## src/hdl/mips_decode_pkg.sv

```systemverilog
package mips_decode_pkg;

	localparam int XLEN     = 32;
	localparam int REG_W    = 5;
	localparam int OFFSET_W = 16;
	localparam int TARGET_W = 26;

	// primary opcodes, inst[31:26]
	typedef enum logic [5:0] {
		OP_SPECIAL = 6'h00, OP_REGIMM = 6'h01, OP_J     = 6'h02, OP_JAL   = 6'h03,
		OP_BEQ     = 6'h04, OP_BNE    = 6'h05, OP_BLEZ  = 6'h06, OP_BGTZ  = 6'h07,
		OP_ADDI    = 6'h08, OP_ADDIU  = 6'h09, OP_SLTI  = 6'h0a, OP_SLTIU = 6'h0b,
		OP_ANDI    = 6'h0c, OP_ORI    = 6'h0d, OP_XORI  = 6'h0e, OP_LUI   = 6'h0f,
		OP_COP0    = 6'h10, OP_COP1   = 6'h11,
		OP_LB      = 6'h20, OP_LH     = 6'h21, OP_LW    = 6'h23, OP_LBU   = 6'h24,
		OP_LHU     = 6'h25, OP_SB     = 6'h28, OP_SH    = 6'h29, OP_SW    = 6'h2b,
		OP_PREF    = 6'h33
	} opcode_e;

	// SPECIAL function field, inst[5:0]
	typedef enum logic [5:0] {
		FN_SLL  = 6'h00, FN_SRL  = 6'h02, FN_SRA     = 6'h03, FN_SLLV  = 6'h04,
		FN_SRLV = 6'h06, FN_SRAV = 6'h07, FN_JR      = 6'h08, FN_JALR  = 6'h09,
		FN_SYSCALL = 6'h0c, FN_BREAK = 6'h0d, FN_SYNC = 6'h0f,
		FN_ADD  = 6'h20, FN_ADDU = 6'h21, FN_SUB     = 6'h22, FN_SUBU  = 6'h23,
		FN_AND  = 6'h24, FN_OR   = 6'h25, FN_XOR     = 6'h26, FN_NOR   = 6'h27,
		FN_SLT  = 6'h2a, FN_SLTU = 6'h2b
	} funct_e;

	// REGIMM branches are selected by the rt field
	typedef enum logic [4:0] {
		RT_BLTZ   = 5'h00,
		RT_BGEZ   = 5'h01,
		RT_BLTZAL = 5'h10,
		RT_BGEZAL = 5'h11
	} regimm_rt_e;

	typedef enum logic [7:0] {
		ALU_NOP  = 8'h00, ALU_ADD   = 8'h01, ALU_ADDU  = 8'h02, ALU_SUB   = 8'h03,
		ALU_SUBU = 8'h04, ALU_AND   = 8'h05, ALU_OR    = 8'h06, ALU_XOR   = 8'h07,
		ALU_NOR  = 8'h08, ALU_SLT   = 8'h09, ALU_SLTU  = 8'h0a, ALU_SLL   = 8'h0b,
		ALU_SRL  = 8'h0c, ALU_SRA   = 8'h0d, ALU_SLLV  = 8'h0e, ALU_SRLV  = 8'h0f,
		ALU_SRAV = 8'h10, ALU_ADDI  = 8'h11, ALU_ADDIU = 8'h12, ALU_SLTI  = 8'h13,
		ALU_SLTIU = 8'h14, ALU_ANDI = 8'h15, ALU_ORI   = 8'h16, ALU_XORI  = 8'h17,
		ALU_LU   = 8'h18, ALU_LB    = 8'h19, ALU_LBU   = 8'h1a, ALU_LH    = 8'h1b,
		ALU_LHU  = 8'h1c, ALU_LW    = 8'h1d, ALU_SB    = 8'h1e, ALU_SH    = 8'h1f,
		ALU_SW   = 8'h20,
		// link address, PC + 8
		ALU_JALR = 8'h21
	} alu_op_e;

	typedef enum logic [1:0] {
		RES_NONE = 2'b00,
		RES_ALU  = 2'b01,
		RES_MEM  = 2'b10
	} result_sel_e;

	typedef enum logic [1:0] {
		SRC1_RT  = 2'b00,
		SRC1_IMM = 2'b11
	} alusrc1_sel_e;

	// DST_RA is register 31
	typedef enum logic [1:0] {
		DST_RT = 2'b00,
		DST_RD = 2'b01,
		DST_RA = 2'b10
	} regdst_e;

	typedef enum logic [3:0] {
		LD_NONE = 4'h0, LD_LB = 4'h1, LD_LBU = 4'h2, LD_LH = 4'h3, LD_LHU = 4'h4, LD_LW = 4'h5
	} load_type_e;

	typedef enum logic [3:0] {
		ST_NONE = 4'h0, ST_SB = 4'h1, ST_SH = 4'h2, ST_SW = 4'h3
	} store_type_e;

	typedef struct packed {
		logic ri;
		logic sys;
		logic bp;
		logic cpu;
	} exc_flags_t;

	localparam exc_flags_t EXC_NONE = '0;

endpackage
```

## src/hdl/control_unit.sv

```systemverilog
`timescale 1ns/1ns

module control_unit (
	input  logic                               clk,
	input  logic                               rst_n,
	input  logic [mips_decode_pkg::XLEN-1:0]   i_inst,
	input  logic [mips_decode_pkg::XLEN-1:0]   i_rs_data,
	input  logic [mips_decode_pkg::XLEN-1:0]   i_rt_data,
	input  logic [mips_decode_pkg::XLEN-1:0]   i_pc_plus4,
	output mips_decode_pkg::alu_op_e           o_alu_op,
	output mips_decode_pkg::exc_flags_t        o_exc,
	output logic                               o_wreg,
	output logic                               o_wmem,
	output mips_decode_pkg::result_sel_e       o_result_sel,
	output logic                               o_alusrc0_sel,
	output mips_decode_pkg::alusrc1_sel_e      o_alusrc1_sel,
	output mips_decode_pkg::regdst_e           o_regdst,
	output logic                               o_sign,
	output mips_decode_pkg::load_type_e        o_load_type,
	output mips_decode_pkg::store_type_e       o_store_type,
	output logic                               o_i_bj,
	output logic                               o_i_b,
	output logic                               o_pc_target_sel,
	output logic [mips_decode_pkg::XLEN-1:0]   o_pc_branch
);
	import mips_decode_pkg::*;

	// instruction fields
	opcode_e             op;
	logic [REG_W-1:0]    rs;
	logic [REG_W-1:0]    rt;
	funct_e              funct;
	logic [OFFSET_W-1:0] offset;
	logic [TARGET_W-1:0] target;

	// decoded controls before the stage register
	alu_op_e         alu_op;
	exc_flags_t      exc;
	logic            wreg;
	logic            wmem;
	result_sel_e     result_sel;
	logic            alusrc0_sel;
	alusrc1_sel_e    alusrc1_sel;
	regdst_e         regdst;
	logic            sign;
	load_type_e      load_type;
	store_type_e     store_type;
	logic            i_bj;
	logic            i_b;
	logic            pc_target_sel;
	logic [XLEN-1:0] pc_branch;

	assign op = opcode_e'(i_inst[31:26]);
	assign rs = i_inst[25:21];
	assign rt = i_inst[20:16];
	assign funct = funct_e'(i_inst[5:0]);
	assign offset = i_inst[OFFSET_W-1:0];
	assign target = i_inst[TARGET_W-1:0];

	alu_op_decoder u_alu_dec (
		.i_op(op), .i_rs(rs), .i_rt(rt), .i_funct(funct),
		.o_alu_op(alu_op), .o_exc(exc)
	);

	datapath_ctrl_decoder u_dp_dec (
		.i_op(op), .i_rt(rt), .i_funct(funct),
		.o_wreg(wreg), .o_wmem(wmem), .o_result_sel(result_sel),
		.o_alusrc0_sel(alusrc0_sel), .o_alusrc1_sel(alusrc1_sel), .o_regdst(regdst),
		.o_sign(sign), .o_load_type(load_type), .o_store_type(store_type)
	);

	branch_unit u_branch (
		.i_op(op), .i_rt(rt), .i_funct(funct), .i_offset(offset), .i_target(target),
		.i_rs_data(i_rs_data), .i_rt_data(i_rt_data), .i_pc_plus4(i_pc_plus4),
		.o_i_bj(i_bj), .o_i_b(i_b), .o_pc_target_sel(pc_target_sel),
		.o_pc_branch(pc_branch)
	);

	decode_stage_reg u_stage (
		.clk(clk), .rst_n(rst_n),
		.i_alu_op(alu_op), .i_exc(exc), .i_wreg(wreg), .i_wmem(wmem),
		.i_result_sel(result_sel), .i_alusrc0_sel(alusrc0_sel),
		.i_alusrc1_sel(alusrc1_sel), .i_regdst(regdst), .i_sign(sign),
		.i_load_type(load_type), .i_store_type(store_type), .i_i_bj(i_bj), .i_i_b(i_b),
		.i_pc_target_sel(pc_target_sel), .i_pc_branch(pc_branch),
		.o_alu_op(o_alu_op), .o_exc(o_exc), .o_wreg(o_wreg), .o_wmem(o_wmem),
		.o_result_sel(o_result_sel), .o_alusrc0_sel(o_alusrc0_sel),
		.o_alusrc1_sel(o_alusrc1_sel), .o_regdst(o_regdst), .o_sign(o_sign),
		.o_load_type(o_load_type), .o_store_type(o_store_type), .o_i_bj(o_i_bj),
		.o_i_b(o_i_b), .o_pc_target_sel(o_pc_target_sel), .o_pc_branch(o_pc_branch)
	);

endmodule

```

## src/hdl/decode_stage_reg.sv

```systemverilog
`timescale 1ns/1ns

module decode_stage_reg (
	input  logic                               clk,
	input  logic                               rst_n,
	input  mips_decode_pkg::alu_op_e           i_alu_op,
	input  mips_decode_pkg::exc_flags_t        i_exc,
	input  logic                               i_wreg,
	input  logic                               i_wmem,
	input  mips_decode_pkg::result_sel_e       i_result_sel,
	input  logic                               i_alusrc0_sel,
	input  mips_decode_pkg::alusrc1_sel_e      i_alusrc1_sel,
	input  mips_decode_pkg::regdst_e           i_regdst,
	input  logic                               i_sign,
	input  mips_decode_pkg::load_type_e        i_load_type,
	input  mips_decode_pkg::store_type_e       i_store_type,
	input  logic                               i_i_bj,
	input  logic                               i_i_b,
	input  logic                               i_pc_target_sel,
	input  logic [mips_decode_pkg::XLEN-1:0]   i_pc_branch,
	output mips_decode_pkg::alu_op_e           o_alu_op,
	output mips_decode_pkg::exc_flags_t        o_exc,
	output logic                               o_wreg,
	output logic                               o_wmem,
	output mips_decode_pkg::result_sel_e       o_result_sel,
	output logic                               o_alusrc0_sel,
	output mips_decode_pkg::alusrc1_sel_e      o_alusrc1_sel,
	output mips_decode_pkg::regdst_e           o_regdst,
	output logic                               o_sign,
	output mips_decode_pkg::load_type_e        o_load_type,
	output mips_decode_pkg::store_type_e       o_store_type,
	output logic                               o_i_bj,
	output logic                               o_i_b,
	output logic                               o_pc_target_sel,
	output logic [mips_decode_pkg::XLEN-1:0]   o_pc_branch
);
	import mips_decode_pkg::*;

	always_ff @(posedge clk)
		begin
		if (!rst_n)
			begin
			o_alu_op <= ALU_NOP;
			o_exc <= EXC_NONE;
			o_wreg <= 1'b0;
			o_wmem <= 1'b0;
			o_result_sel <= RES_NONE;
			o_alusrc0_sel <= 1'b0;
			o_alusrc1_sel <= SRC1_RT;
			o_regdst <= DST_RT;
			// sign extension is the idle level
			o_sign <= 1'b1;
			o_load_type <= LD_NONE;
			o_store_type <= ST_NONE;
			o_i_bj <= 1'b0;
			o_i_b <= 1'b0;
			o_pc_target_sel <= 1'b0;
			o_pc_branch <= '0;
			end
		else
			begin
			o_alu_op <= i_alu_op;
			o_exc <= i_exc;
			o_wreg <= i_wreg;
			o_wmem <= i_wmem;
			o_result_sel <= i_result_sel;
			o_alusrc0_sel <= i_alusrc0_sel;
			o_alusrc1_sel <= i_alusrc1_sel;
			o_regdst <= i_regdst;
			o_sign <= i_sign;
			o_load_type <= i_load_type;
			o_store_type <= i_store_type;
			o_i_bj <= i_i_bj;
			o_i_b <= i_i_b;
			o_pc_target_sel <= i_pc_target_sel;
			o_pc_branch <= i_pc_branch;
			end
		end

	// no write or redirect leaks out of reset
	assert property (@(posedge clk) !rst_n |=> (!o_wreg && !o_wmem && !o_pc_target_sel))
		else $error("decode_stage_reg: side effect one cycle after reset");

endmodule

```

## src/hdl/branch_unit.sv

```systemverilog
`timescale 1ns/1ns

module branch_unit (
	input  mips_decode_pkg::opcode_e              i_op,
	input  logic [mips_decode_pkg::REG_W-1:0]     i_rt,
	input  mips_decode_pkg::funct_e               i_funct,
	input  logic [mips_decode_pkg::OFFSET_W-1:0]  i_offset,
	input  logic [mips_decode_pkg::TARGET_W-1:0]  i_target,
	input  logic [mips_decode_pkg::XLEN-1:0]      i_rs_data,
	input  logic [mips_decode_pkg::XLEN-1:0]      i_rt_data,
	input  logic [mips_decode_pkg::XLEN-1:0]      i_pc_plus4,
	output logic                                  o_i_bj,
	output logic                                  o_i_b,
	output logic                                  o_pc_target_sel,
	output logic [mips_decode_pkg::XLEN-1:0]      o_pc_branch
);
	import mips_decode_pkg::*;

	logic [XLEN-1:0] pc_target_b;
	logic [XLEN-1:0] pc_target_j;
	logic            rs_neg;
	logic            rs_zero;
	logic            rs_eq_rt;
	logic            is_branch;
	logic            taken;

	// offset counts words
	assign pc_target_b = i_pc_plus4 + {{(XLEN-OFFSET_W-2){i_offset[OFFSET_W-1]}}, i_offset, 2'b00};
	// jump stays inside the current 256 MB region
	assign pc_target_j = {i_pc_plus4[XLEN-1 -: 4], i_target, 2'b00};

	assign rs_neg = i_rs_data[XLEN-1];
	assign rs_zero = (i_rs_data == '0);
	assign rs_eq_rt = (i_rs_data == i_rt_data);

	always_comb
		begin
		is_branch = 1'b1;
		taken = 1'b0;
		case (i_op)
			OP_BEQ: taken = rs_eq_rt;
			OP_BNE: taken = !rs_eq_rt;
			OP_BLEZ: taken = rs_neg || rs_zero;
			OP_BGTZ: taken = !rs_neg && !rs_zero;
			OP_REGIMM:
				begin
				case (i_rt)
					RT_BLTZ, RT_BLTZAL: taken = rs_neg;
					RT_BGEZ, RT_BGEZAL: taken = !rs_neg;
					default: is_branch = 1'b0;
				endcase
				end
			default: is_branch = 1'b0;
		endcase
		end

	always_comb
		begin
		o_i_bj = is_branch;
		o_i_b = is_branch;
		o_pc_target_sel = taken;
		o_pc_branch = is_branch ? pc_target_b : '0;
		if (i_op == OP_J || i_op == OP_JAL)
			begin
			o_i_bj = 1'b1;
			o_pc_target_sel = 1'b1;
			o_pc_branch = pc_target_j;
			end
		else if (i_op == OP_SPECIAL && (i_funct == FN_JR || i_funct == FN_JALR))
			begin
			// register jumps also count as i_b for the fetch side
			o_i_bj = 1'b1;
			o_i_b = 1'b1;
			o_pc_target_sel = 1'b1;
			o_pc_branch = i_rs_data;
			end
		end

	// a redirect only comes from a branch or jump
	always_comb
		begin
		assert final (!o_pc_target_sel || o_i_bj)
			else $error("branch_unit: pc_target_sel without branch/jump");
		end

endmodule

```

## src/hdl/datapath_ctrl_decoder.sv

```systemverilog
`timescale 1ns/1ns

module datapath_ctrl_decoder (
	input  mips_decode_pkg::opcode_e           i_op,
	input  logic [mips_decode_pkg::REG_W-1:0]  i_rt,
	input  mips_decode_pkg::funct_e            i_funct,
	output logic                               o_wreg,
	output logic                               o_wmem,
	output mips_decode_pkg::result_sel_e       o_result_sel,
	output logic                               o_alusrc0_sel,
	output mips_decode_pkg::alusrc1_sel_e      o_alusrc1_sel,
	output mips_decode_pkg::regdst_e           o_regdst,
	output logic                               o_sign,
	output mips_decode_pkg::load_type_e        o_load_type,
	output mips_decode_pkg::store_type_e       o_store_type
);
	import mips_decode_pkg::*;

	always_comb
		begin
		o_wreg = 1'b0;
		o_wmem = 1'b0;
		o_result_sel = RES_NONE;
		o_alusrc0_sel = 1'b0;
		o_alusrc1_sel = SRC1_RT;
		o_regdst = DST_RT;
		o_sign = 1'b1;
		case (i_op)
			// logical immediates are zero extended
			OP_ANDI, OP_ORI, OP_XORI, OP_LUI:
				begin
				o_wreg = 1'b1;
				o_result_sel = RES_ALU;
				o_alusrc1_sel = SRC1_IMM;
				o_sign = 1'b0;
				end
			OP_ADDI, OP_ADDIU, OP_SLTI, OP_SLTIU:
				begin
				o_wreg = 1'b1;
				o_result_sel = RES_ALU;
				o_alusrc1_sel = SRC1_IMM;
				end
			OP_LB, OP_LBU, OP_LH, OP_LHU, OP_LW:
				begin
				o_wreg = 1'b1;
				o_result_sel = RES_MEM;
				o_alusrc1_sel = SRC1_IMM;
				end
			// address is rs + imm
			OP_SB, OP_SH, OP_SW:
				begin
				o_wmem = 1'b1;
				o_alusrc1_sel = SRC1_IMM;
				end
			OP_JAL:
				begin
				o_wreg = 1'b1;
				o_result_sel = RES_ALU;
				o_regdst = DST_RA;
				end
			OP_REGIMM:
				begin
				if (i_rt == RT_BLTZAL || i_rt == RT_BGEZAL)
					begin
					o_wreg = 1'b1;
					o_result_sel = RES_ALU;
					o_regdst = DST_RA;
					end
				end
			OP_SPECIAL:
				begin
				case (i_funct)
					// shift amount comes from the shamt field
					FN_SLL, FN_SRL, FN_SRA:
						begin
						o_wreg = 1'b1;
						o_result_sel = RES_ALU;
						o_alusrc0_sel = 1'b1;
						o_regdst = DST_RD;
						end
					FN_SLLV, FN_SRLV, FN_SRAV, FN_ADD, FN_ADDU, FN_SUB, FN_SUBU,
					FN_AND, FN_OR, FN_XOR, FN_NOR, FN_SLT, FN_SLTU, FN_JALR:
						begin
						o_wreg = 1'b1;
						o_result_sel = RES_ALU;
						o_regdst = DST_RD;
						end
					default: ;
				endcase
				end
			default: ;
		endcase
		end

	// access width for the memory stage
	always_comb
		begin
		o_load_type = LD_NONE;
		o_store_type = ST_NONE;
		case (i_op)
			OP_LB: o_load_type = LD_LB;
			OP_LBU: o_load_type = LD_LBU;
			OP_LH: o_load_type = LD_LH;
			OP_LHU: o_load_type = LD_LHU;
			OP_LW: o_load_type = LD_LW;
			OP_SB: o_store_type = ST_SB;
			OP_SH: o_store_type = ST_SH;
			OP_SW: o_store_type = ST_SW;
			default: ;
		endcase
		end

endmodule

```

## src/hdl/alu_op_decoder.sv

```systemverilog
`timescale 1ns/1ns

module alu_op_decoder (
	input  mips_decode_pkg::opcode_e                i_op,
	input  logic [mips_decode_pkg::REG_W-1:0]       i_rs,
	input  logic [mips_decode_pkg::REG_W-1:0]       i_rt,
	input  mips_decode_pkg::funct_e                 i_funct,
	output mips_decode_pkg::alu_op_e                o_alu_op,
	output mips_decode_pkg::exc_flags_t             o_exc
);
	import mips_decode_pkg::*;

	always_comb
		begin
		o_alu_op = ALU_NOP;
		o_exc = EXC_NONE;
		case (i_op)
			OP_J, OP_BEQ, OP_BNE, OP_PREF: o_alu_op = ALU_NOP;
			OP_JAL: o_alu_op = ALU_JALR;
			// rt must be zero for these two
			OP_BLEZ, OP_BGTZ: o_exc.ri = |i_rt;
			OP_ADDI: o_alu_op = ALU_ADDI;
			OP_ADDIU: o_alu_op = ALU_ADDIU;
			OP_SLTI: o_alu_op = ALU_SLTI;
			OP_SLTIU: o_alu_op = ALU_SLTIU;
			OP_ANDI: o_alu_op = ALU_ANDI;
			OP_ORI: o_alu_op = ALU_ORI;
			OP_XORI: o_alu_op = ALU_XORI;
			OP_LUI:
				begin
				o_alu_op = ALU_LU;
				o_exc.ri = |i_rs;
				end
			OP_LB: o_alu_op = ALU_LB;
			OP_LBU: o_alu_op = ALU_LBU;
			OP_LH: o_alu_op = ALU_LH;
			OP_LHU: o_alu_op = ALU_LHU;
			OP_LW: o_alu_op = ALU_LW;
			OP_SB: o_alu_op = ALU_SB;
			OP_SH: o_alu_op = ALU_SH;
			OP_SW: o_alu_op = ALU_SW;
			// no cp0 moves or eret in this core
			OP_COP0: o_exc.ri = 1'b1;
			OP_COP1: o_exc.cpu = 1'b1;
			OP_REGIMM:
				begin
				case (i_rt)
					RT_BLTZ, RT_BGEZ: o_alu_op = ALU_NOP;
					RT_BLTZAL, RT_BGEZAL: o_alu_op = ALU_JALR;
					default: o_exc.ri = 1'b1;
				endcase
				end
			OP_SPECIAL:
				begin
				case (i_funct)
					FN_SLL: o_alu_op = ALU_SLL;
					FN_SRL: o_alu_op = ALU_SRL;
					FN_SRA: o_alu_op = ALU_SRA;
					FN_SLLV: o_alu_op = ALU_SLLV;
					FN_SRLV: o_alu_op = ALU_SRLV;
					FN_SRAV: o_alu_op = ALU_SRAV;
					FN_JR, FN_SYNC: o_alu_op = ALU_NOP;
					FN_JALR: o_alu_op = ALU_JALR;
					FN_SYSCALL: o_exc.sys = 1'b1;
					FN_BREAK: o_exc.bp = 1'b1;
					FN_ADD: o_alu_op = ALU_ADD;
					FN_ADDU: o_alu_op = ALU_ADDU;
					FN_SUB: o_alu_op = ALU_SUB;
					FN_SUBU: o_alu_op = ALU_SUBU;
					FN_AND: o_alu_op = ALU_AND;
					FN_OR: o_alu_op = ALU_OR;
					FN_XOR: o_alu_op = ALU_XOR;
					FN_NOR: o_alu_op = ALU_NOR;
					FN_SLT: o_alu_op = ALU_SLT;
					FN_SLTU: o_alu_op = ALU_SLTU;
					// hi/lo, traps and movz/movn end up here
					default: o_exc.ri = 1'b1;
				endcase
				end
			default: o_exc.ri = 1'b1;
		endcase
		end

	// causes are exclusive across every decode path
	always_comb
		begin
		assert final ($onehot0(o_exc))
			else $error("alu_op_decoder: more than one exception flag set");
		end

endmodule

```

## config.mk

```make
export PLATFORM = sky130hd
export DESIGN_NAME = control_unit
export DESIGN_NICKNAME = d
export VERILOG_FILES = /design/src/hdl/mips_decode_pkg.sv /design/src/hdl/control_unit.sv /design/src/hdl/decode_stage_reg.sv /design/src/hdl/branch_unit.sv /design/src/hdl/datapath_ctrl_decoder.sv /design/src/hdl/alu_op_decoder.sv
export SDC_FILE = /design/constraint.sdc
export NUM_CORES = 1
export LEC_CHECK = 0
export ABC_AREA = 1
export BUFFER_PORTS_ARGS = -buffer_cell sky130_fd_sc_hd__buf_4
export CAP_MARGIN = 20
export CELL_PAD_IN_SITES_DETAIL_PLACEMENT = 0
export CELL_PAD_IN_SITES_GLOBAL_PLACEMENT = 1
export CORE_MARGIN = 2
export CORE_UTILIZATION = 36
export CTS_BUF_LIST = sky130_fd_sc_hd__clkbuf_8 sky130_fd_sc_hd__clkbuf_16
export DETAILED_ROUTE_END_ITERATION = 10
export PLACE_DENSITY = 0.86
export SYNTH_ARGS = -nofsm -noshare
export SYNTH_HDL_FRONTEND = slang
export SYNTH_SLANG_ARGS = --single-unit
```

## constraint.sdc

```tcl
create_clock -name clk -period 5.85 [get_ports clk]
set_clock_uncertainty 0.05 [all_clocks]
set_input_delay 0.585 -clock clk [delete_from_list [all_inputs] [get_ports clk]]
set_output_delay 0.585 -clock clk [all_outputs]
set_load 0.03 [all_outputs]
```

# After elaboration in Yosys (flattened, before gate mapping)
# Cells that the tools add are included.
# W data, S select, Z words.
# word_totals
wordCells	138
output_inout_bits	65
in_bits	130
regBits	65
# classes
reduce_logical	33
eq_ne	49
n_bitwise	1
add_sub_neg	1
mux	35
# op_table
operator	count
$pmux W8 S19	1
$eq A6 B6 Y1 const B	19
$pmux W6 S17	1
$mux W32	3
$eq A6 B4 Y1 const B	13
$eq A6 B3 Y1 const B	7
$reduce_or A21 Y1	2
$add A32 B32 Y32	1
$eq A32 B32 Y1	1
$logic_not A32 Y1	1
$eq A6 B2 Y1 const B	4
$mux W1	18
$reduce_or A17 Y1	1
$reduce_or A16 Y1	1
$pmux W3 S5	1
$reduce_or A5 Y1	3
$reduce_or A14 Y1	1
$logic_not A6 Y1	2
$pmux W2 S3	2
$reduce_or A4 Y1	3
$eq A5 B5 Y1 const B	2
$pmux W1 S5	2
$reduce_or A2 Y1	5
$reduce_or A9 Y1	1
other kinds (15)	24

# Depth between registers and ports, before layout
# logic_depth
ltp_word	7
depth_mapped	13
ltp_nobuf	13

# By module
# From an unflattened synthesis, not the netlist that was laid out.
# unflattened
hier_cells	1293
area_unflattened_um2	6864.1
# by_module_without_submodules
mod	cells_each	area_each_um2	n_inst	seq_area_each_um2
branch_unit	830	3817.4	1	0.0
decode_stage_reg	202	1858.0	1	1301.2
alu_op_decoder	189	843.3	1	0.0
datapath_ctrl_decoder	72	345.3	1	0.0

# Least setup slack after synthesis
# Ideal clock, no wire load.
# synth_timing
kind	input to register
start	in i_inst[1] (netlist bit)
end	reg u_stage.o_pc_branch[16] (netlist bit)
path_buffers	1
required_ns	5.681
slack_ns	3.427
cell_stages	11
t_arrival_ns	2.254
setup_time_ns	0.119
path_cell_list	buf_2 -> inv_1 -> fa_1 -> o21ai_0 -> nand2_1 -> nand2_1 -> inv_1 -> o21ai_0 -> a21oi_1 -> o21ai_0 -> nand2_1
# synth_via
elab_chain_cells	5
word_cells_on_any_way	8
cone_classes	add/sub (1); eq/ne (2); mux (3); reduce/logical (2)
# synth_rtl
element	line_no	text
from (decl)	control_unit.sv:6	input logic [mips_decode_pkg::XLEN-1:0] i_inst,
branches (longest 3 deep; another with $add A32 B32 Y32)	-	
$mux W32 *	branch_unit.sv:69	else if (i_op == OP_SPECIAL && (i_funct == FN_JR || i_funct == FN_JALR))
$mux W32 *	branch_unit.sv:63	if (i_op == OP_J || i_op == OP_JAL)
to (signal assigned)	decode_stage_reg.sv:76	o_pc_branch <= i_pc_branch;
to (decl)	decode_stage_reg.sv:35	output logic [mips_decode_pkg::XLEN-1:0] o_pc_branch
# Every way passes the cells marked *.
# A chain may end at the register's enable or synchronous reset.

# Final worst setup path
# layout_timing
start	in i_inst[0] (netlist bit)
end	reg u_stage.o_pc_branch[16] (netlist bit)
# The elaborated chain is that of the path after synthesis.

==> results.yml <==
status:
  status: "completed"
logic_synthesis:
  syn_area_um2: 5480
  synth.avg_cell_area_um2: 5.88
  synthCells: 931
  yosysTopAreaCell: "dfxtp_1"
  synthTopCellsByArea: "dfxtp_1, nand2_1, inv_1"
  ys_types: 43
  synth_top_area_frac: 0.216
  ys_warn_count: 0
  ys_seq_area_frac: 0.216
  synth_ff_type: "dfxtp_1"
  ys_top_cells_by_count: "nand2_1, inv_1, nor2_1, nand3_1, dfxtp_1"
  ys_ff_latch: 59
  async_flop_share: 0
  synth_edf_count: 0
  yosysMostFrequentCell: "nand2_1"
critical_path:
  crit_path_end_kind: "flip-flop"
  cp-start-kind: "input pin"
  cp.arrival_ns: 2.59
  path_max_fanout: 8
  worstSetupPathType: "in2reg"
  startpoint: "i_inst[0]"
  cp.required_ns: 6.02
floorplan:
  ios: 195
  dieWidth_um: 127
  coreArea_um2: 15000
  die_y_um: 127
  rows: 45
  dieArea_um2: 16200
  initial_core_util: 0.364
detailed_routing:
  vias_per_cell: 5.04
  drtIter0Drc: 515
  wl_per_cell_um: 15.8
  vias: 6602
  antenna_left: 0
  drc: 0
  drt-pass1-iter-count: 7
  wl_mm: 20.7
cts:
  clockBufferDepth: 2
  clockRootBuffer: "clkbuf_16"
  cts_hold_buf: 0
  cts_max_level: 3
  cts_tree: "done"
  cts_setup_buffers: 0
  cts_made_buffers: 9
  postCtsResizedCells: 0
  clock_sinks: 59
  clkTransAtPathRegs_ns: 0.05
timing:
  worstMarginPinSlew_ns: 1.07
  fmax_mhz: 412
  slew_headroom: 0.284
  finalHoldViolations: 0
  finalCritPeriodShare: 0.414
  timing.hold.ws_ns: 0.443
  tns_ns: 0
  fin_crit_ns: 2.42
  maxSlewViolCount: 0
  setup_viol: 0
  rsz0062_at_grt: "false"
  setup_slack_ns: 3.43
cells_and_area:
  drive_gt1_frac: 0.205
  seq_area_um2: 1180
  final_nets: 1277
  multi_input_comb_area_um2: 3730
  antenna_cells: 0
  instances_no_fill: 1310
  fill_cells: 1627
  areaGrowthSynthToFinish_pct: 34.1
global_route:
  grt-ovfl-total: 0
  grt_max_degree: 31
  grt_util_all_layers: 0.253
  grt_pass1_wl_mm: 32.4
  grt_pass1_vias: 6213
  antenna_found_initial: 0
power:
  power_frac_comb: 0.306
  p_leak_uw: 0.00388
  power_density_nw_per_um2: 187
  switching_share: 0.331
  seqPwrFrac: 0.302
  vdd.ir_drop.worst_mv: 0.142
  p_int_uw: 919
  pwr-share-clk: 0.392
  p_switching_uw: 456
hold_path:
  hold_depth: 3
  hold_class: "in2reg"
  hp-start: "i_pc_plus4[0]"
placement:
  place.gp.congestion: 0.953
  io_buffers: 189
  dp_cells: 1293
  dp_hpwl_mm: 17.3
  post-place-ws_ns: 2.99
job:
  max-cap-violations: 0
## power groups by stage
stage | Combinational [µW] | Sequential, µW | Clock [µW]
finish | 420 | 415 | 539
global route | 469 | 416 | 564
CTS | 417 | 415 | 545
detailed placement | 415 | 424 | 0
global placement | 417 | 424 | 0
floorplan | 231 | 442 | 0
## final cells by class
cell class,count,share of cell area
clock buffer,10,0.0325
timing repair buffer,191,0.197
multi-input combinational,737,0.508
inverter,119,0.0608
sequential,59,0.161
clock inverter,6,0.00869
tap,188,0.0320
## metrics by stage
stage	total power, µW	instance area, µm²	utilization
floorplan	673	5490	-
global placement	841	7010	0.466
detailed placement	839	7020	0.467
CTS	1380	7330	0.487
global route	1450	7340	0.488
finish	1370	7340	0.488
## worst paths after layout
check	to	slack, ns
worst max-delay path	u_stage.o_pc_branch[16]	3.43
worst min-delay path	u_stage.o_pc_branch[0]	0.44
## metal layers
metal,vias up,GRT usage,share of wire
met1,2972,0.329,0.45
met3,38,0.0268,0.043
met2,216,0.440,0.48
li1,3376,-,-
met5,-,0,0
met4,0,0.0827,0.028
## cells in the final DEF (no fill, tap or decap), types with 6 or more instances in the layout
master     instances
nor3_1            13
a21oi_1           48
o21ai_0           34
buf_4            189
a31oi_1            9
nand4_1           17
xnor2_1           24
nor2_1           108
nand3b_1          10
dfxtp_1           59
xor2_1             6
ha_1              29
clkbuf_16          9
nand3_1           71
inv_1            113
nand2_1          309
o22ai_1            9
inv_2              6
## flip-flops by register name, summed over array words and instances, names as in the netlist, 2 cells and up
name	cells
u_stage.o_exc	4
u_stage.o_alu_op	6
u_stage.o_regdst	2
u_stage.o_pc_branch	32
u_stage.o_store_type	2
u_stage.o_result_sel	2
u_stage.o_load_type	3
## kinds of logic after synthesis
logic type | after synthesis | synth area share
compound gates | 123 | 0.127
buf+inv | 139 | 0.106
flops | 59 | 0.216
simple gates | 549 | 0.432
xor+xnor | 30 | 0.0480
other cells | 1 | 0.000685
fa+ha+maj | 30 | 0.0699
## critical path, cell delays in order
cell     delay [ns]
buf_4          0.13
ha_1           0.20
inv_1          0.06
fa_1           0.42
o21ai_0        0.45
nand2_1        0.09
nand2_1        0.13
inv_1          0.07
o21ai_0        0.22
a21oi_1        0.09
o21ai_0        0.09
nand2_1        0.06
(Power assumes the default switching activity.)
